## config.mk

```make
export PLATFORM = sky130hd
export DESIGN_NAME = sample_collector
export DESIGN_NICKNAME = d
export VERILOG_FILES = /design/src/logic/fft16_pkg.sv /design/src/logic/sample_collector.sv
export VERILOG_INCLUDE_DIRS = /design/src /design/src/logic
export SDC_FILE = /design/constraint.sdc
export NUM_CORES = 1
export LEC_CHECK = 0
export ABC_CLOCK_PERIOD_IN_PS = 1960
export BUFFER_PORTS_ARGS = -buffer_cell sky130_fd_sc_hd__clkbuf_2
export CORE_AREA = 5 5 201 203
export CTS_CLUSTER_DIAMETER = 60
export DETAILED_ROUTE_END_ITERATION = 8
export DIE_AREA = 0 0 206 208
export PLACE_DENSITY_LB_ADDON = 0.3
export SYNTH_ARGS = -nofsm -noshare
export SYNTH_HDL_FRONTEND = slang
export SYNTH_SLANG_ARGS = --single-unit
```

## constraint.sdc

```tcl
create_clock -name clk -period 1.96 [get_ports clk]
set_input_delay 0.196 -clock clk [delete_from_list [all_inputs] [get_ports clk]]
set_output_delay 0.196 -clock clk [all_outputs]
set_load 0.02 [all_outputs]
```

## src/logic/fft16_defs.svh

```systemverilog
`ifndef FFT16_DEFS_SVH
`define FFT16_DEFS_SVH

// transform size
`define FFT_POINTS 16
`define STAGES     4

// sample and bin width
`define SAMPLE_W   16

// internal Q16.16 word
`define WORD_W     32
`define FRAC_W     16

// zero bits under the sample inside a word,
// bins come back out of bits GUARD_W+SAMPLE_W-1 : GUARD_W
`define GUARD_W    8

`endif
```

## src/logic/fft16_pkg.sv

```systemverilog
`include "fft16_defs.svh"

package fft16_pkg;

    ////////////////////////////////////////
    // scalar types
    ////////////////////////////////////////

    // raw input sample
    typedef logic signed [`SAMPLE_W-1:0] sample_t;

    // internal Q16.16 word
    typedef logic signed [`WORD_W-1:0] word_t;

    // output bin value
    typedef logic signed [`SAMPLE_W-1:0] bin_t;

    ////////////////////////////////////////
    // grouped types
    ////////////////////////////////////////

    // one collected frame, sample n at index n
    typedef word_t [`FFT_POINTS-1:0] frame_t;

    // one row of bins, bin k at index k
    typedef bin_t [`FFT_POINTS-1:0] bin_row_t;

    typedef struct packed {
        bin_row_t re;
        bin_row_t im;
    } spectrum_t;

    // complex word for the butterflies
    typedef struct packed {
        word_t re;
        word_t im;
    } cplx_t;

endpackage

```

## src/logic/sample_collector.sv

```systemverilog
`timescale 1ns/10ps
`include "fft16_defs.svh"

module sample_collector (
    input  logic               clk,
    input  logic               rst,
    input  fft16_pkg::sample_t in_sample,
    input  logic               in_valid,
    output fft16_pkg::frame_t  frame,
    output logic               frame_ready
);

    import fft16_pkg::*;

    localparam int IDX_W = $clog2(`FFT_POINTS);
    localparam int EXT_W = `WORD_W - `SAMPLE_W - `GUARD_W;

    logic [IDX_W-1:0] wr_idx;
    word_t            ext_word;

    // sign bits above, guard zeros below
    assign ext_word = {{EXT_W{in_sample[`SAMPLE_W-1]}}, in_sample, {`GUARD_W{1'b0}}};

    ////////////////////////////////////////
    // beat counter
    ////////////////////////////////////////

    always_ff @(posedge clk or posedge rst) begin
        if (rst) begin
            wr_idx      <= '0;
            frame_ready <= 1'b0;
        end else begin
            // pulse once the last word of the frame is in
            frame_ready <= in_valid && (wr_idx == IDX_W'(`FFT_POINTS - 1));
            if (in_valid) begin
                wr_idx <= wr_idx + 1'b1;
            end
        end
    end

    ////////////////////////////////////////
    // frame storage
    ////////////////////////////////////////

    always_ff @(posedge clk) begin
        if (in_valid) begin
            frame[wr_idx] <= ext_word;
        end
    end

endmodule

```

=== After elaboration in Yosys (flattened, before gate mapping) ===
Index checks and enable logic that the tools add are counted.

* Register bits: 517
* Word-level logic and storage cells: 27

* $add $sub $neg: 1
* Order comparisons: 2
* Equality and inequality tests: 1
* Multiplexer cells: 3
* Reduce and logical (&&, ||, !) cells: 2

{| class="wikitable"
|+ Operators with widths
! operator !! count
|-
| $bwmux W512 || 1
|-
| $demux W32 S4 || 1
|-
| $mux W32 || 1
|-
| $lt A4 B5 Y1 const B || 1
|-
| $add A4 B1 Y4 const B || 1
|-
| $eq A4 B4 Y1 const B || 1
|-
| $ge A4 B1 Y1 const B || 1
|-
| $logic_and A1 B1 Y1 || 2
|}

=== Logic depth before layout (Yosys ltp) ===
* Depth in word-level cells: 5
* Mapped depth: 4

=== Worst setup path before layout ===
No wires, ideal clock.

* Path type: register -> register
* Start point: reg, netlist name wr_idx[2]
* End point: reg frame[360] (netlist name), enable pin
* Library setup time: 0.374 ns
* Arrival time: 1.110 ns
* Data required time: 1.586 ns
* Path slack: 0.476 ns
* Stages on the path, launching flop included: 3
* Buffers on the path: 0
* Clock period less this slack: 1.484 ns
* Cell sequence: dfrtp_1 and3b_1 and2_1

{| class="wikitable"
|+ RTL lines
! what !! RTL line !! RTL
|-
| end signal, assigned by index || sample_collector.sv:47 || <nowiki>frame[wr_idx] <= ext_word;</nowiki>
|-
| end, declared || sample_collector.sv:9 || <nowiki>output fft16_pkg::frame_t frame,</nowiki>
|}

==> impl_metrics.ini <==
[status]
status = completed

[placement]
hpwl_mm = 23.35
numPortBuffers = 403
routabilityCongestion = 0.7622
place_area_mm2 = 0.01140

[drt]
drt_iter0_drc = 226
vias = 5098
drc = 0
ant_nets = 0
wirelength_mm = 30.79
firstDrtPassIters = 4
routedWlPerCell_um = 21.62
vias_per_cell = 3.580

[setup_path]
slowest_stage = and2_2
crit_type = flip-flop to flip-flop
critPathMaxFanout = 16
critPathCaptureType = flip-flop
cp_slowest_stage_delay_ps = 530
worstPathArrival_ps = 1820
cp.required_ps = 2120
startpoint_type = flip-flop
path_cells = inv_1 -> ha_1 -> and2_2

[grt]
grt_util_met3 = 0.05185
gr-usage-met2 = 0.2145
grt_overflow = 0
grt_pass1_wl_mm = 40.52
grt_max_degree = 17
antenna_found_initial = 1
grt_util_met1 = 0.1726
gr-max-usage-layer = met2
grt_util_all_layers = 0.1327
grt_pass1_vias = 4930

[timing]
fin_setup_tns_ps = 0
setup_violations = 0
rsz0062_at_grt = false
period_needed_ps = 1657
tightest_slew_ps = 574.7
relSlewSlack = 0.6169
finClkSkew_ps = 18.31
fin_crit_sh = 0.8454
hold_violations = 0
timing.fmax_ghz = 0.6035
maxSlewViolCount = 0

[layout]
fin_nets = 907
drive_gt1_frac = 0.5232
fillers = 3782
final_util = 0.3219
area_delta_synth_final_pct = 23.33
multi_input_area_um2 = 715.7
n_antenna_cell = 0
regArea_mm2 = 0.007812
fin_area_mm2 = 0.01232

[die]
die_w_um = 206
die_h_um = 208
coreArea_mm2 = 0.03829
core.rowCount = 72
initial_utilization = 0.2610
io_pins = 532
die-area_mm2 = 0.04285

[cts]
cts-root-buf = clkbuf_16
cts-buffers-inserted = 28
htreeDepth = 1
path_clk_slew_ps = 60
post_cts_resized = 0
clk_latency_ps = 530
cts_tree = built
cts.sinks = 261
clockBufferDepth = 3

[synthesis]
synth_top_area_frac = 0.7693
synth_edf_count = 256
async_flop_share = 0.01916
yosysTopAreaCell = edfxtp_1
netlist_top_cells_count = buf_4 (256), edfxtp_1 (256), and2_1 (16), dfrtp_1 (5), ha_1 (4)
synth_area_leaders = edfxtp_1 (77%), buf_4 (19%), dfrtp_1 (1.3%)
yosysUniqueCellTypes = 16
synth_ff_type = edfxtp_1
ys_ff_latch = 261
synth_area_mm2 = 0.009992
syn_area_per_cell_um2 = 18.07
ys_seq_area_frac = 0.7819
yosys_warnings = 0
synthCells = 553

[pwr]
peakVddDrop_mv = 0.8422
leakagePower_nw = 5.186
powerDensity_mw_per_mm2 = 1169

[worst_hold_path]
worstHoldPathType = input port to flip-flop

[job]
drv_cap = 0
layout make-up:
class	count	area share
tap	518	0.05259
timing repair buffer	431	0.1811
clock inverter	17	0.01259
inverter	3	0.0009138
sequential	261	0.6340
clock buffer	35	0.06072
multi-input combinational	159	0.05808
cells in the final DEF, fill, tap and decap left out:
cell           instances
xor2_1                 1
and3_1                 1
edfxtp_1             256
clkinv_1               5
and2_1                13
inv_6                  1
and2_2                 3
dfrtp_1                5
nand4_1                1
clkbuf_16             29
clkbuf_2             403
conb_1               128
o21ai_0                1
clkbuf_1               6
ha_1                   4
nor3b_2                1
inv_1                  3
clkinv_2               3
buf_4                 26
xnor2_1                2
and3b_1                2
dlygate4sd3_1          2
bufinv_16              2
clkinv_4               6
nand2_1                2
worst max-delay path: cells and delay by family (launching register included):
kind / cells / cell delay, ps
buffers and inverters: 1 / 110
adder cells (fa/ha/maj): 1 / 200
AND/OR/NAND/NOR: 1 / 530
flip-flops: 1 / 440
metrics by stage:
step	hold WS [ps]	setup slack [ps]	total power, W	cells
after detailed placement	119.8	304.4	0.009471	1370
after CTS	97.33	274.5	0.01463	1424
after global placement	116.6	339.3	0.009464	1370
final	114.1	303.0	0.01440	1424
after global routing	131.5	219.2	0.01498	1424
after floorplan	-25.48	476.0	0.008753	680
logic make-up after synthesis:
logic type	after synthesis	share of synthesized area
other cells	1	0.0003753
simple gates	23	0.01503
xor+xnor	3	0.002630
flops	261	0.7819
fa+ha+maj	4	0.005009
buf+inv	260	0.1946
compound gates	1	0.0005004
flip-flops by register name, summed over array words and instances (netlist names):
signal / flops
wr_idx: 4
frame: 256
frame_ready: 1
power by group:
group | switching (W) | leakage [nW] | internal [W] | total [W]
Clock | 0.00211 | 0.442 | 0.00299 | 0.00510
Sequential | 0.000289 | 2.37 | 0.00672 | 0.00701
Combinational | 0.00174 | 2.37 | 0.000546 | 0.00229
Total | 0.00414 | 5.19 | 0.0103 | 0.0144
final timing paths:
check | from | endpoint | slack [ps] | depth (start not counted)
max | wr_idx[0] | frame[20] | 300 | 3
min | in_sample[4] | frame[236] | 110 | 1
max reg2reg | wr_idx[0] | frame[20] | 300 | 3
min reg2reg | wr_idx[3] | wr_idx[3] | 540 | 1
max in group asynchronous | rst | wr_idx[2] | 1630 | 3
min in group asynchronous | rst | wr_idx[1] | 120 | 3
timing repair:
item | in CTS | in global routing
buffers inserted | 0 | 0
hold endpoints to repair | 8 | 0
hold buffers | 2 | 0
metal layers:
layer / wire (µm) / vias up / share of wire
met5: 20 / - / 0.00065
met4: 349 / 2 / 0.011
met3: 3591 / 29 / 0.12
met2: 14310 / 313 / 0.46
met1: 12520 / 2524 / 0.41
li1: - / 2230 / -
Note: power is estimated with default switching activity, not from simulation.
