==> config.mk <==
export PLATFORM = sky130hd
export DESIGN_NAME = result_serializer
export DESIGN_NICKNAME = d
export VERILOG_FILES = /design/src/logic/fft16_pkg.sv /design/src/logic/result_serializer.sv
export VERILOG_INCLUDE_DIRS = /design/src /design/src/logic
export SDC_FILE = /design/constraint.sdc
export NUM_CORES = 1
export LEC_CHECK = 0
export ABC_AREA = 1
export BUFFER_PORTS_ARGS = -buffer_cell sky130_fd_sc_hd__buf_2
export CORE_AREA = 4 4 298 300
export DETAILED_ROUTE_END_ITERATION = 6
export DIE_AREA = 0 0 302 304
export HOLD_SLACK_MARGIN = 0.12
export PLACE_DENSITY = 0.36
export SETUP_SLACK_MARGIN = 0.1
export SLEW_MARGIN = 20
export SYNTH_ARGS = -nofsm -noshare
export SYNTH_HDL_FRONTEND = slang
export SYNTH_SLANG_ARGS = --single-unit
==> constraint.sdc <==
create_clock -name clk -period 5.8 [get_ports clk]
set_input_delay 0.29 -clock clk [delete_from_list [all_inputs] [get_ports clk]]
set_output_delay 0.29 -clock clk [all_outputs]
set_load 0.05 [all_outputs]
==> src/logic/fft16_defs.svh <==
`ifndef FFT16_DEFS_SVH
`define FFT16_DEFS_SVH

// transform size
`define FFT_POINTS 16
`define STAGES     4

// sample and bin width
`define SAMPLE_W   16

// internal Q16.16 word
`define WORD_W     32
`define FRAC_W     16

// zero bits under the sample inside a word,
// bins come back out of bits GUARD_W+SAMPLE_W-1 : GUARD_W
`define GUARD_W    8

`endif
==> src/logic/fft16_pkg.sv <==
`include "fft16_defs.svh"

package fft16_pkg;

    ////////////////////////////////////////
    // scalar types
    ////////////////////////////////////////

    // raw input sample
    typedef logic signed [`SAMPLE_W-1:0] sample_t;

    // internal Q16.16 word
    typedef logic signed [`WORD_W-1:0] word_t;

    // output bin value
    typedef logic signed [`SAMPLE_W-1:0] bin_t;

    ////////////////////////////////////////
    // grouped types
    ////////////////////////////////////////

    // one collected frame, sample n at index n
    typedef word_t [`FFT_POINTS-1:0] frame_t;

    // one row of bins, bin k at index k
    typedef bin_t [`FFT_POINTS-1:0] bin_row_t;

    typedef struct packed {
        bin_row_t re;
        bin_row_t im;
    } spectrum_t;

    // complex word for the butterflies
    typedef struct packed {
        word_t re;
        word_t im;
    } cplx_t;

endpackage

==> src/logic/result_serializer.sv <==
`timescale 1ns/10ps

module result_serializer (
    input  logic                 clk,
    input  logic                 rst,
    input  fft16_pkg::spectrum_t spectrum,
    input  logic                 result_ready,
    output fft16_pkg::bin_row_t  out_bins,
    output logic                 out_valid
);

    // high while the imaginary beat is due
    logic im_phase;

    ////////////////////////////////////////
    // beat control
    ////////////////////////////////////////

    always_ff @(posedge clk or posedge rst) begin
        if (rst) begin
            im_phase  <= 1'b0;
            out_valid <= 1'b0;
        end else begin
            out_valid <= result_ready || im_phase;
            // real beat now, imaginary beat on the next edge
            im_phase  <= result_ready;
        end
    end

    ////////////////////////////////////////
    // output row
    ////////////////////////////////////////

    // keeps the last beat once out_valid drops
    always_ff @(posedge clk) begin
        if (result_ready) begin
            out_bins <= spectrum.re;
        end else if (im_phase) begin
            out_bins <= spectrum.im;
        end
    end

endmodule

**After elaboration in Yosys (flattened, before gate mapping)**

Index checks and enable logic that the tools add are counted.

- Bits in registers: 258
- Latch bits: 0
- Memory bits (writable): 0
- ROM bits: 0
- Bits of input ports: 515
- Output and inout bits: 257
- Memories: 0

- Add/sub/neg operators: 0
- $mul: 0
- Divide/modulo/power cells: 0
- $lt $le $gt $ge: 0
- Equal/unequal tests: 0
- Shift-type cells: 0
- Multiplexer cells: 2
- Bitwise gates (word level): 0
- Reduce and logical (&&, ||, !) cells: 2

Operator list:

| cell | count |
|---|---|
| 2-to-1 mux 256 bit | 2 |
| nonzero test 2 bit | 1 |
| logical OR 1 bit | 1 |

**Longest topological paths before layout**

- Word-level depth: 2
- Gate-level depth with buffers: 6
- Gate-level depth less buffers: 3

**Worst setup path after synthesis**

OpenSTA, ideal clock, no wires.

- Path kind: input-to-reg
- Start: input result_ready
- End: register out_bins[0] in the netlist's numbering, enable pin
- Setup time: 0.511 ns
- Arrival: 3.654 ns
- Data required time: 5.289 ns
- Setup slack: 1.634 ns
- Cell stages on the path: 3
- Buffers on the path: 2
- Path through: buf_4 -> buf_4 -> or2_2

- Longest elaborated chain between the ends: 1

RTL lines:

| what | RTL line | source |
|---|---|---|
| from (decl) | result_serializer.sv:7 | `input logic result_ready,` |
| nonzero test 2 bit (no source line) | -- |  |
| to (signal assigned) | result_serializer.sv:37 | `out_bins <= spectrum.re;` |
| to (signal assigned) | result_serializer.sv:39 | `out_bins <= spectrum.im;` |
| to (decl) | result_serializer.sv:8 | `output fft16_pkg::bin_row_t out_bins,` |

No other way between the ends.
A chain may end at the register's enable or synchronous reset.

**Final worst setup path**

- Start: input result_ready
- End: register out_bins[108] in the netlist's numbering, data pin

- Longest elaborated chain between the ends: 1

RTL lines:

| what | RTL line | source |
|---|---|---|
| 2-to-1 mux 256 bit | result_serializer.sv:36 | `if (result_ready) begin` |

No other way between the ends.

==> impl_metrics.py <==
metrics = {
    "floorplan": {
        "core_mm2": 0.08621,
        "pin_count": 772,
        "die_h_um": 304,
        "die-area_mm2": 0.09181,
        "die_w_um": 302,
        "start_util_pct": 12.86,
        "rows": 108,
    },
    "synthesis": {
        "synth_cells": 1086,
        "syn_area_mm2": 0.01109,
        "ys_types": 10,
        "synth_top_family_by_area": "simple AND/OR/NAND/NOR gates",
        "yosys.area_share.xor_xnor_pct": 0,
        "syn_nets": 1601,
        "synth_simple_gate_area_share_pct": 26.06,
        "ys_seq_area_share_pct": 69.78,
        "synthAdderAreaFrac_pct": 0,
        "ys_ff_latch": 258,
        "ys_warn_count": 0,
        "synthMuxAreaShare_pct": 0,
        "synth_compound_area_share_pct": 0,
        "syn-mean-instance-area_um2": 10.21,
    },
    "route": {
        "via_per_inst": 3.543,
        "detail_route.drc_violations": 0,
        "routed_wl_um": 55120,
        "ant_nets": 0,
        "dr_total_vias": 12562,
        "firstDrtPassIters": 4,
        "wire_per_inst_um": 15.54,
        "first_iter_violations": 595,
    },
    "placement": {
        "place_hpwl_um": 41200,
        "place_congestion": 0.8806,
        "pre_cts_ws_ns": 3.387,
        "port_buffers": 771,
    },
    "power_and_ir_drop": {
        "p_comb_share_pct": 25.7,
        "power_density_mw_per_mm2": 264.2,
        "p_leak_nw": 10.84,
        "power_mw": 5.884,
        "swShare_pct": 30.69,
        "internal-power_mw": 4.078,
        "clkPwrFrac_pct": 35.4,
        "ir_drop_uv": 152.8,
        "pwr-share-seq_pct": 38.9,
        "power.switching_mw": 1.806,
    },
    "critical_path": {
        "worst_ep_required_time_ns": 6.19,
        "crit_family": "buffers and inverters",
        "worstSetupPathType": "input pin to flop",
        "crit_slowest_cell": "buf_4",
        "cpPeakStageDelay_ns": 0.71,
        "cp_max_fo": 77,
        "critPathBufInv": 4,
        "crit_chain": "clkbuf_8, buf_4, buf_4, nand2_1, nand2_1, dlygate4sd3_1",
        "start_kind": "input pin",
        "r2r_slack_ns": 4.01,
        "crit_arrival_ns": 2.77,
        "crit_path_end_kind": "flop",
    },
    "cts": {
        "cts_buffer_depth": 3,
        "clk_pin_slew_ns": 0.05,
        "clockRootBuffer": "clkbuf_16",
        "cts_tree": "yes",
        "clk_latency_ns": 0.52,
        "cts_resized": 0,
        "cts_buffers": 35,
        "ctsHtreeMaxLevel": 2,
        "cts.sinks": 258,
    },
    "layout": {
        "syn_to_final_growth_pct": 100.9,
        "layout.nets": 2871,
        "num-fill-cells": 9377,
        "drive_gt1_share_pct": 34.78,
        "post-route-util_pct": 25.83,
    },
    "sta": {
        "final.period_utilization_pct": 41.04,
        "tightestPinTransition_ns": 0.9363,
        "finalHoldViolations": 0,
        "min_period_ns": 2.380,
        "setup_viol": 0,
        "fin_skew_ns": 0.008386,
        "rsz0062_at_grt": "false",
        "worst_slack_ns": 3.420,
        "slew_viol_final": 0,
        "fmax_mhz": 420.1,
        "setup_tns_ns": 0,
        "relSlewSlack_pct": 37.58,
    },
    "global_route": {
        "grt_use_total_pct": 11.35,
        "antenna_found_initial": 24,
        "grt_pass1_vias": 13532,
        "grt_max_degree": 126,
        "grt_overflow": 0,
        "grt_pass1_wl_um": 79960,
    },
    "outcome": {
        "status": "complete, no violations",
    },
    "worst_hold_path": {
        "hold_path_class": "input pin to flop",
    },
    "flow_run": {
        "cap_violations": 0,
    },
}
==> cells by family (layout without fill, tap and decap cells) <==
kind of cell	after synthesis	count (layout)
AND/OR/NAND/NOR	769	769
flip-flops	258	258
buffers and inverters	59	1354
other	0	10
==> layout by cell type (no fill, tap or decap), types with 2 or more instances in the layout <==
cell and instances:
edfxtp_1 256, bufinv_16 2, nand2_1 768, dlygate4sd3_1 511
dfrtp_1 2, buf_4 6, buf_12 2, clkbuf_16 37
buf_2 770, diode_2 10, clkbuf_1 11, clkbuf_8 2
clkinv_1 4, clkinv_2 7
==> cells in the mapped netlist, drive strengths merged <==
master,number,share of area (%)
buf,56,4.0
dfrtp,2,0.45
or2,1,0.056
inv,2,0.090
edfxtp,256,69
clkbuf,1,0.034
nand2,768,26
==> state kept, by name (all words and copies together) (netlist names) <==
| name | count |
|---|---|
| out_bins | 256 |
| im_phase | 1 |
| out_valid | 1 |
==> timing repair <==
action                                 in CTS  in global routing
endpoints found under the hold margin     257                  1
setup buffers                               0                  0
hold buffers                              510                  1
==> power groups by stage <==
stage,sequential (mW),combinational (mW),clock (mW)
floorplan,2.89,0.208,0
global placement,2.33,1.19,0
detailed placement,2.33,1.19,0
CTS,2.29,1.52,2.20
global route,2.30,1.61,2.27
finish,2.29,1.51,2.09
==> area by class of cell <==
cell class / count / area, µm² / area share, %
Tap cell: 1155 / 1445 / 6.488
Timing Repair Buffer: 1290 / 9067 / 40.71
Inverter: 2 / 15.01 / 0.06741
Multi-Input combinational cell: 769 / 2892 / 12.98
Sequential cell: 258 / 7737 / 34.74
Clock buffer: 49 / 980.9 / 4.404
Clock inverter: 13 / 110.1 / 0.4944
Antenna cell: 10 / 25.02 / 0.1124
==> through the flow <==
stage               hold slack, ns  area, µm²  instances
detailed placement          0.1686      16040       2963
global route                0.1289      22260       3542
finish                      0.1526      22270       3546
floorplan                  0.03118      11090       1086
global placement            0.1673      16040       2963
CTS                         0.1214      22240       3535
==> layer usage <==
layer  wire length [µm]  up-vias  global-route usage (%)
met1              19770     5832                   11.51
met5                 30        -                       0
li1                   -     6044                       -
met2              27720      575                   21.07
met4               2105        6                   4.080
met3               5493      105                   4.259
==> worst reg2reg max path, cell delays in order, from the launching register on <==
cell and delay [ns]:
dfrtp_1 0.32, or2_4 0.33, buf_12 0.45
==> worst paths after layout <==
check,from,to,depth (start not counted)
worst min-delay path,spectrum[174],out_bins[174],3
min in group asynchronous,rst,out_valid,3
worst max-delay path,result_ready,out_bins[108],6
worst min register to register,im_phase,out_bins[231],1
worst max register to register,im_phase,out_bins[102],2
max in group asynchronous,rst,im_phase,3
(Power assumes the default switching activity.)
