<file path="src/logic/stream_end_monitor.sv">
`timescale 1ns/10ps

module stream_end_monitor (
    input  logic clk,
    input  logic rst,
    input  logic in_valid,
    input  logic out_valid,
    output logic done
);

    logic in_valid_q;
    logic out_valid_q;
    logic armed;
    logic in_end;
    logic out_end;

    // falling edges of both streams
    assign in_end  = in_valid_q && !in_valid;
    assign out_end = out_valid_q && !out_valid;

    always_ff @(posedge clk or posedge rst) begin
        if (rst) begin
            in_valid_q  <= 1'b0;
            out_valid_q <= 1'b0;
            armed       <= 1'b0;
            done        <= 1'b0;
        end else begin
            in_valid_q  <= in_valid;
            out_valid_q <= out_valid;
            done        <= armed && out_end;
            // a fresh end of input always re-arms
            if (in_end) begin
                armed <= 1'b1;
            end else if (out_end) begin
                armed <= 1'b0;
            end
        end
    end

endmodule

</file>
<file path="config.mk">
export PLATFORM = sky130hd
export DESIGN_NAME = stream_end_monitor
export DESIGN_NICKNAME = d
export VERILOG_FILES = /design/src/logic/stream_end_monitor.sv
export SDC_FILE = /design/constraint.sdc
export NUM_CORES = 1
export LEC_CHECK = 0
export ABC_AREA = 1
export BUFFER_PORTS_ARGS = -buffer_cell sky130_fd_sc_hd__buf_2
export CORE_AREA = 2 2 39 41
export CTS_BUF_LIST = sky130_fd_sc_hd__clkbuf_8
export CTS_CLUSTER_DIAMETER = 80
export CTS_CLUSTER_SIZE = 28
export DETAILED_ROUTE_END_ITERATION = 10
export DIE_AREA = 0 0 41 43
export HOLD_SLACK_MARGIN = 0.1
export PLACE_DENSITY = 0.33
export SKIP_LAST_GASP = 1
export SLEW_MARGIN = 20
export SYNTH_ARGS = -nofsm -noshare
export SYNTH_HDL_FRONTEND = slang
export SYNTH_SLANG_ARGS = --single-unit
</file>
<file path="constraint.sdc">
create_clock -name clk -period 1.3 [get_ports clk]
set_input_delay 0.195 -clock clk [delete_from_list [all_inputs] [get_ports clk]]
set_output_delay 0.195 -clock clk [all_outputs]
set_load 0.03 [all_outputs]
</file>
* Word level (Yosys, flattened, before mapping)
Cells that the tools add are included.
** Cells by class
- Mux-type cells :: 2
- Reductions and logical operators :: 6
** Operators by type and width (count)
- $logic_and A1 B1 Y1 :: 3
- $logic_not A1 Y1 :: 2
- $mux W1 :: 2
- $reduce_bool A2 Y1 :: 1
** Word-level totals
- Flip-flop bits (word level) :: 4
- Input bits :: 4
- Output and inout bits :: 1

* Logic depth before layout (Yosys ltp)
Gate-level depths: netlist of the first run.
- Depth after elaboration :: 4
- Mapped depth :: 4
- Mapped depth without buffers :: 4

* Worst setup path after synthesis of the first run
No wires, ideal clock.
- Kind :: reg-to-output
- Start point :: register done
- End point :: output port done
- Arrival time :: 467 ps
- Required time :: 1105 ps
- Path slack :: 638 ps
- Stages on the path, launching flop included :: 1
- Path buffers :: 0
- Cell sequence :: dfrtp_1
** RTL lines
- start, declared :: line 8 : output logic done
- start signal, assigned :: line 30 : done <= armed && out_end;
No word-level cell between the ends.

* Worst setup path after layout of the first run
- Start point :: register done
- End point :: output port done
No word-level cell between the ends.

==> flow_metrics.tcl, run 1 <==
set metrics [dict create \
    status "finished clean" \
    cts_setup_buffers 0 \
    synth_top_area_cell "dfrtp_1" \
    internal-power_uw 343 \
    die_w_um 41 \
    fin_cells 38 \
    cts_resized 0 \
    path_cells "buf_2" \
    syn_area_per_cell_um2 10.5 \
    cts_made_buffers 3 \
    tightest_slew_ns 0.153 \
    ys_types 5 \
    gp_congestion 0.530 \
    grt_max_degree 5 \
    routedWlPerCell_um 5.95 \
    setup_slack_ns 0.376 \
    dp_slack_ns 0.592 \
    n_fill_cell 148 \
    clkPwrFrac 0.608 \
    first_global_vias 102 \
    fin_crit_ns 0.924 \
    die_h_um 43 \
    path_buf_inv 1 \
    io_buffer_count 4 \
    combPwrFrac 0.063 \
    yosysSeqAreaShare 0.734 \
    postCtsHoldBufs 1 \
    synth_area_um2 136 \
    ys_ff_latch 4 \
    synth-simple-area-share 0.156 \
    synth_top_family_by_area "simple AND/OR/NAND/NOR gates" \
    synth.area.top_cells "dfrtp_1 (73%), inv_1 (11%), nand2_1 (8.3%)" \
    synth-compound-area-share 0 \
    synth_fa_ha_area_frac 0 \
    htreeDepth 1 \
    synth-warning-count 0 \
    tns_ns 0 \
    cp_max_fo 1 \
    via_per_inst 2.58 \
    fin_util 0.172 \
    clockRootBuffer "clkbuf_8" \
    ant_nets 0 \
    p_seq_frac 0.329 \
    io_pins 5 \
    slowest_stage "dfrtp_1" \
    drtIter0Drc 0 \
    drv_cap 0 \
    grt_overflow_total 0 \
    swShare 0.177 \
    grt_use_total 0.0423 \
    die_area_um2 1760 \
    worstSetupPathType "reg -> out" \
    hold_viol 0 \
    crit_arrival_ns 0.73 \
    nets 28 \
    drc 0 \
    synth_mux_area_frac 0 \
    skew_ns 0.00417 \
    power.net_switching_uw 73.6 \
    ir_drop_uv 661 \
    hold_path_class "in -> reg" \
    diodes 0 \
    synth_top_area_share 0.734 \
    clock.fmax_mhz 1080 \
    clock-sinks 4 \
    relSlewSlack 0.898 \
    areaGrowthSynthToFinish_pct 74.3 \
    synth.net_count 17 \
    cp.required_ns 1.11 \
    antenna_found_initial 0 \
    holdWs_ns 0.107 \
    clk_latency_ns 0.21 \
    clock_path_buffers 2 \
    grt_pass1_wl_um 400 \
    drive_gt1_frac 0.364 \
    num_vias 98 \
    rows 14 \
    period_share 0.710 \
    power_leakage_nw 0.131 \
    cts_tree "yes" \
    firstDrtPassIters 1 \
    p_per_area_nw_per_um2 1750 \
    clkTransAtPathRegs_ns 0.03 \
    syn_inst 13 \
    rsz0062_at_grt "no" \
    drv_slew 0 \
    endpoint_kind "output port" \
    path_delay_family "flip-flops" \
    cp-start-kind "register" \
    drt_wl_total_um 226 \
    initial_core_util 0.0986 \
    synth_xor_area_frac 0 \
    cpPeakStageDelay_ns 0.34 \
    core_area_um2 1380 \
    dp.cells 33 \
    finalSetupViolations 0 \
]
Yosys cell counts:
master	n
dfrtp_1	4
nand2_2	1
nand2_1	3
inv_1	4
nor2_1	1
area by class of cell:
class                   count  area [um2]  share of cell area
flip-flops and latches      4         100               0.421
clock buffers               3        41.3               0.174
repair buffers              6        40.0               0.168
multi-input cells           5        21.3              0.0895
well taps                  16        20.0              0.0842
inverters                   4        15.0              0.0632
per-layer routing:
layer,global-route usage,wire (um)
met2,0.0375,72
met4,0.0400,9
met1,0.0391,101
met5,0,0
met3,0.0628,42
through the flow:
step | instance area, um2 | power (mW)
after global placement | 176 | 0.159
after floorplan | 136 | 0.151
after detailed placement | 176 | 0.161
after global routing | 238 | 0.448
final | 238 | 0.416
after CTS | 228 | 0.424
logic make-up (layout without fill, tap and decap cells):
kind of cell | after synthesis | after routing
DFF | 4 | 4
buffers and inverters | 4 | 13
and+or+nand+nor | 5 | 5
power by group through the flow:
stage | clock network, mW | logic (mW) | registers, mW
after floorplan | 0 | 0.00975 | 0.142
after global placement | 0 | 0.0209 | 0.138
after detailed placement | 0 | 0.0219 | 0.139
after CTS | 0.263 | 0.0244 | 0.137
after global routing | 0.281 | 0.0300 | 0.138
final | 0.253 | 0.0260 | 0.137
worst paths after layout:
kind,depth (start not counted),slack [ns],startpoint,to
worst max-delay path,1,0.38,done,done
worst min-delay path,1,0.11,out_valid,out_valid_q
worst max register to register,3,0.71,out_valid_q,armed
worst min register to register,2,0.45,in_valid_q,armed
max in group asynchronous,3,0.74,rst,armed
min in group asynchronous,3,0.41,rst,done
sequential cells by signal (all words and copies together), names as in the netlist:
signal	count
done	1
armed	1
out_valid_q	1
in_valid_q	1
placed cells by master (no fill, tap or decap):
cell type	Yosys	routed
dlygate4sd3_1	0	2
nor2_1	1	1
buf_2	0	4
nand2_2	1	1
dfrtp_1	4	4
nand2_1	3	3
inv_1	4	4
clkbuf_8	0	3
(Power assumes the default switching activity.)
==> run 2: changes to the inputs <==
==> constraint.sdc (replaced) <==
create_clock -name clk -period 0.93 [get_ports clk]
set_input_delay 0.1395 -clock clk [delete_from_list [all_inputs] [get_ports clk]]
set_output_delay 0.1395 -clock clk [all_outputs]
set_load 0.03 [all_outputs]
==> run 2 against run 1 <==
Power up 41%. Design area increased by 4.2%. Critical path type is now in -> reg. Sequential cell count unchanged. Largest cell class unchanged. Setup slack lost 0.32 ns. Largest power group unchanged. Register-to-register slack worse by 0.37 ns. Critical path depth increased by 5. Critical endpoint is now armed. Sequential share of layout area decreased by 1.7 points. Clock power grew 40%.
==> flow_metrics.tcl, run 2 (synthesized netlist as in run 1, its figures left out) <==
set metrics [dict create \
    first_global_vias 114 \
    drive_gt1_frac 0.391 \
    antenna_found_initial 0 \
    drtIter0Drc 0 \
    skew_ns 0.00417 \
    drv_slew 0 \
    via_per_inst 2.62 \
    grt_overflow_total 0 \
    dp_slack_ns 0.278 \
    tightest_slew_ns 0.153 \
    relSlewSlack 0.898 \
    grt_max_degree 5 \
    die_h_um 43 \
    cp_max_fo 2 \
    cp-start-kind "primary input" \
    endpoint_kind "register" \
    clockRootBuffer "clkbuf_8" \
    crit_arrival_ns 0.97 \
    n_fill_cell 147 \
    firstDrtPassIters 1 \
    grt_pass1_wl_um 427 \
    totalPowerFinal_uw 586 \
    ant_nets 0 \
    io_pins 5 \
    cts_made_buffers 3 \
    fin_crit_ns 0.877 \
    hold_viol 0 \
    cts_tree "yes" \
    io_buffer_count 4 \
    diodes 0 \
    clkTransAtPathRegs_ns 0.03 \
    num_vias 102 \
    core_area_um2 1380 \
    p_per_area_nw_per_um2 2360 \
    finalSetupViolations 0 \
    clock_path_buffers 2 \
    cts_setup_buffers 0 \
    clock-sinks 4 \
    rows 14 \
    worstSetupPathType "in -> reg" \
    setup_slack_ns 0.0535 \
    nets 29 \
    hold_path_class "in -> async" \
    drt_wl_total_um 228 \
    period_share 0.942 \
    rsz0062_at_grt "no" \
    die_area_um2 1760 \
    status "finished clean" \
    fin_util 0.179 \
    drc 0 \
    initial_core_util 0.0986 \
    areaGrowthSynthToFinish_pct 81.7 \
    htreeDepth 1 \
    clk_latency_ns 0.21 \
    ir_drop_uv 924 \
    die_w_um 41 \
    power_leakage_nw 0.134 \
    final_cell_mix "dfrtp_1 (4), buf_2 (4)" \
    cp.required_ns 1.03 \
    tns_ns 0 \
    gp_congestion 0.530 \
    grt_use_total 0.0444 \
    routedWlPerCell_um 5.85 \
    drv_cap 0 \
    clock.fmax_mhz 1140 \
]
-- run 2: changes by cell type in the layout (fill, tap and decap cells not counted) --
cell | previous run | this run
inv_2 | 0 | 1
dlygate4sd3_1 | 2 | 3
inv_1 | 4 | 3
-- run 2: what timing repair did --
action / CTS / global route
hold buffers: 3 / 0
setup endpoints to repair: 0 / 1
gates resized for setup: 0 / 1
hold endpoints to repair: 6 / 0
-- run 2: metal layers --
metal  vias to the layer above  part of all wire  GRT usage
li1                         55                 -          -
met1                        38              0.46     0.0391
met2                         7              0.32     0.0438
met3                         2              0.18     0.0628
met4                         0             0.039     0.0400
met5                         -                 0          0
-- run 2: final timing paths --
check,from,end,slack (ns),depth (start not counted)
worst max-delay path,out_valid,armed,0.05,6
worst min-delay path,rst,done,0.35,3
worst max register to register,out_valid_q,armed,0.34,3
worst min register to register,in_valid_q,armed,0.45,2
max in group asynchronous,rst,armed,0.42,3
min in group clk,in_valid_q,armed,0.45,2
-- run 2: worst max-delay path, stage by stage --
cell and delay, ns:
dlygate4sd3_1 0.53, buf_2 0.13, inv_2 0.04, nand2_2 0.04, nand2_1 0.05, nand2_1 0.04
-- run 2: cell type report --
| class | instances | area, um2 | area share |
|---|---|---|---|
| Sequential cell | 4 | 100 | 0.404 |
| Inverter | 4 | 15.0 | 0.0606 |
| Clock buffer | 3 | 41.3 | 0.167 |
| Tap cell | 16 | 20.0 | 0.0808 |
| Multi-Input combinational cell | 5 | 21.3 | 0.0859 |
| Timing Repair Buffer | 7 | 50.0 | 0.202 |
-- run 2: power breakdown --
| part | internal (mW) | leakage (nW) | switching, mW |
|---|---|---|---|
| logic | 0.0198 | 0.0642 | 0.0202 |
| clock network | 0.275 | 0.0216 | 0.0791 |
| registers | 0.187 | 0.0480 | 0.00438 |
| total | 0.482 | 0.134 | 0.104 |
-- run 2: through the flow --
step	hold slack [ns]	cells	instance area [um2]
2_1_floorplan	-0.0944	13	136
3_3_place_gp	0.0214	33	176
3_5_place_dp	0.0267	33	176
4_1_cts	0.362	39	248
5_1_grt	0.394	39	248
6_report	0.355	39	248
==> run 3: changes to the inputs <==
--- a/config.mk
+++ b/config.mk
@@ -14,7 +14,6 @@
 export DETAILED_ROUTE_END_ITERATION = 10
 export DIE_AREA = 0 0 41 43
 export HOLD_SLACK_MARGIN = 0.1
-export PLACE_DENSITY = 0.33
 export SKIP_LAST_GASP = 1
 export SLEW_MARGIN = 20
 export SYNTH_ARGS = -nofsm -noshare
==> run 3 against run 2 <==
Sequential share of layout area grew 0.83 points. Design area fell by 2.0%. Global-route usage is 0.21 points lower. Combinational power fell by 6.3%. Wire length shrank 1.3%. Cell count decreased by 2.6%. Largest power group unchanged.
==> flow_metrics.tcl, run 3 (synthesized netlist as in run 1, its figures left out) <==
set metrics [dict create \
    status "finished clean" \
    skew_ns 0.0000461 \
    p_per_area_nw_per_um2 2400 \
    relSlewSlack 0.897 \
    die_h_um 43 \
    dp_hpwl_um 163 \
    fin_cells 38 \
    clockRootBuffer "clkbuf_8" \
    clkPwrFrac 0.607 \
    drive_gt1_frac 0.318 \
    drt_wl_total_um 225 \
    path_delay_family "flip-flops" \
    io_pins 5 \
    cts_setup_buffers 0 \
    cts_tree "yes" \
    gp_congestion 0.564 \
    drv_cap 0 \
    rsz0062_at_grt "no" \
    hold_viol 0 \
    clock.fmax_mhz 1160 \
    hold_path_class "in -> async" \
    ir_drop_uv 315 \
    nets 28 \
    core_area_um2 1380 \
    swShare 0.175 \
    cp.required_ns 0.79 \
    finalSetupViolations 0 \
    clk_latency_ns 0.21 \
    final_cell_mix "inv_1 (4), dfrtp_1 (4)" \
    cp-start-kind "register" \
    diodes 0 \
    path_cells "buf_2" \
    power_leakage_nw 0.131 \
    num_vias 101 \
    dp.cells 33 \
    cpPeakStageDelay_ns 0.34 \
    clkTransAtPathRegs_ns 0.03 \
    worstSetupPathType "reg -> out" \
    io_buffer_count 4 \
    areaGrowthSynthToFinish_pct 78.0 \
    clock_path_buffers 2 \
    grt_max_degree 5 \
    n_fill_cell 154 \
    routedWlPerCell_um 5.92 \
    first_global_vias 111 \
    drtIter0Drc 2 \
    combPwrFrac 0.064 \
    drc 0 \
    tns_ns 0 \
    fin_util 0.175 \
    grt_pass1_wl_um 358 \
    htreeDepth 1 \
    die_area_um2 1760 \
    initial_core_util 0.0986 \
    rows 14 \
    tightest_slew_ns 0.155 \
    clock-sinks 4 \
    internal-power_uw 480 \
    grt_overflow_total 0 \
    antenna_found_initial 0 \
    holdWs_ns 0.352 \
    cts_resized 0 \
    firstDrtPassIters 2 \
    p_seq_frac 0.329 \
    slowest_stage "dfrtp_1" \
    path_buf_inv 1 \
    drv_slew 0 \
    via_per_inst 2.66 \
    fin_crit_ns 0.864 \
    grt_use_total 0.0423 \
    period_share 0.929 \
    cp_max_fo 1 \
    die_w_um 41 \
    power.net_switching_uw 102 \
    cts_made_buffers 3 \
    endpoint_kind "output port" \
    crit_arrival_ns 0.72 \
    ant_nets 0 \
]
## run 3: cell types whose count changed in the layout (fill, tap and decap cells not counted)
cell / change
buf_2: -1
inv_1: +1
inv_2: -1
## run 3: what timing repair did
item,CTS,global route
hold buffers,3,0
hold endpoints to repair,6,0
endpoints found under the setup margin,0,1
## run 3: per-layer routing
layer	vias up	GRT usage	routed length, um
met1	46	0.0260	78
met2	2	0.0406	139
met5	-	0	0
li1	53	-	-
met3	0	0.0157	8
met4	0	0.120	0
## run 3: path summary, 6_finish.rpt
| kind | endpoint | depth (start not counted) | start | slack (ns) |
|---|---|---|---|---|
| min in group clk | armed | 2 | in_valid_q | 0.45 |
| max in group asynchronous | in_valid_q | 3 | rst | 0.43 |
| min | out_valid_q | 3 | rst | 0.35 |
| min reg2reg | armed | 2 | in_valid_q | 0.45 |
| max reg2reg | armed | 3 | out_valid_q | 0.35 |
| max | done | 1 | done | 0.07 |
## run 3: metrics by stage
| step | cell area (um2) | setup slack [ns] | total power [mW] |
|---|---|---|---|
| global route | 243 | 0.0350 | 0.623 |
| detailed placement | 176 | 0.286 | 0.224 |
| finish | 243 | 0.0664 | 0.582 |
| global placement | 176 | 0.292 | 0.223 |
| floorplan | 136 | 0.323 | 0.212 |
| CTS | 248 | 0.0412 | 0.598 |
## run 3: cell type report
class                      count  area [um2]  area share
inverter                       4        15.0      0.0619
sequential                     4         100       0.412
tap                           16        20.0      0.0825
timing repair buffer           6        45.0       0.186
multi-input combinational      5        21.3      0.0876
clock buffer                   3        41.3       0.170
## run 3: power by group through the flow
stage                     Sequential, mW  Combinational, mW  Clock [mW]
after global placement             0.193             0.0300           0
after floorplan                    0.198             0.0136           0
after CTS                          0.192             0.0400       0.366
after detailed placement           0.193             0.0303           0
after global routing               0.193             0.0422       0.387
final                              0.192             0.0375       0.353
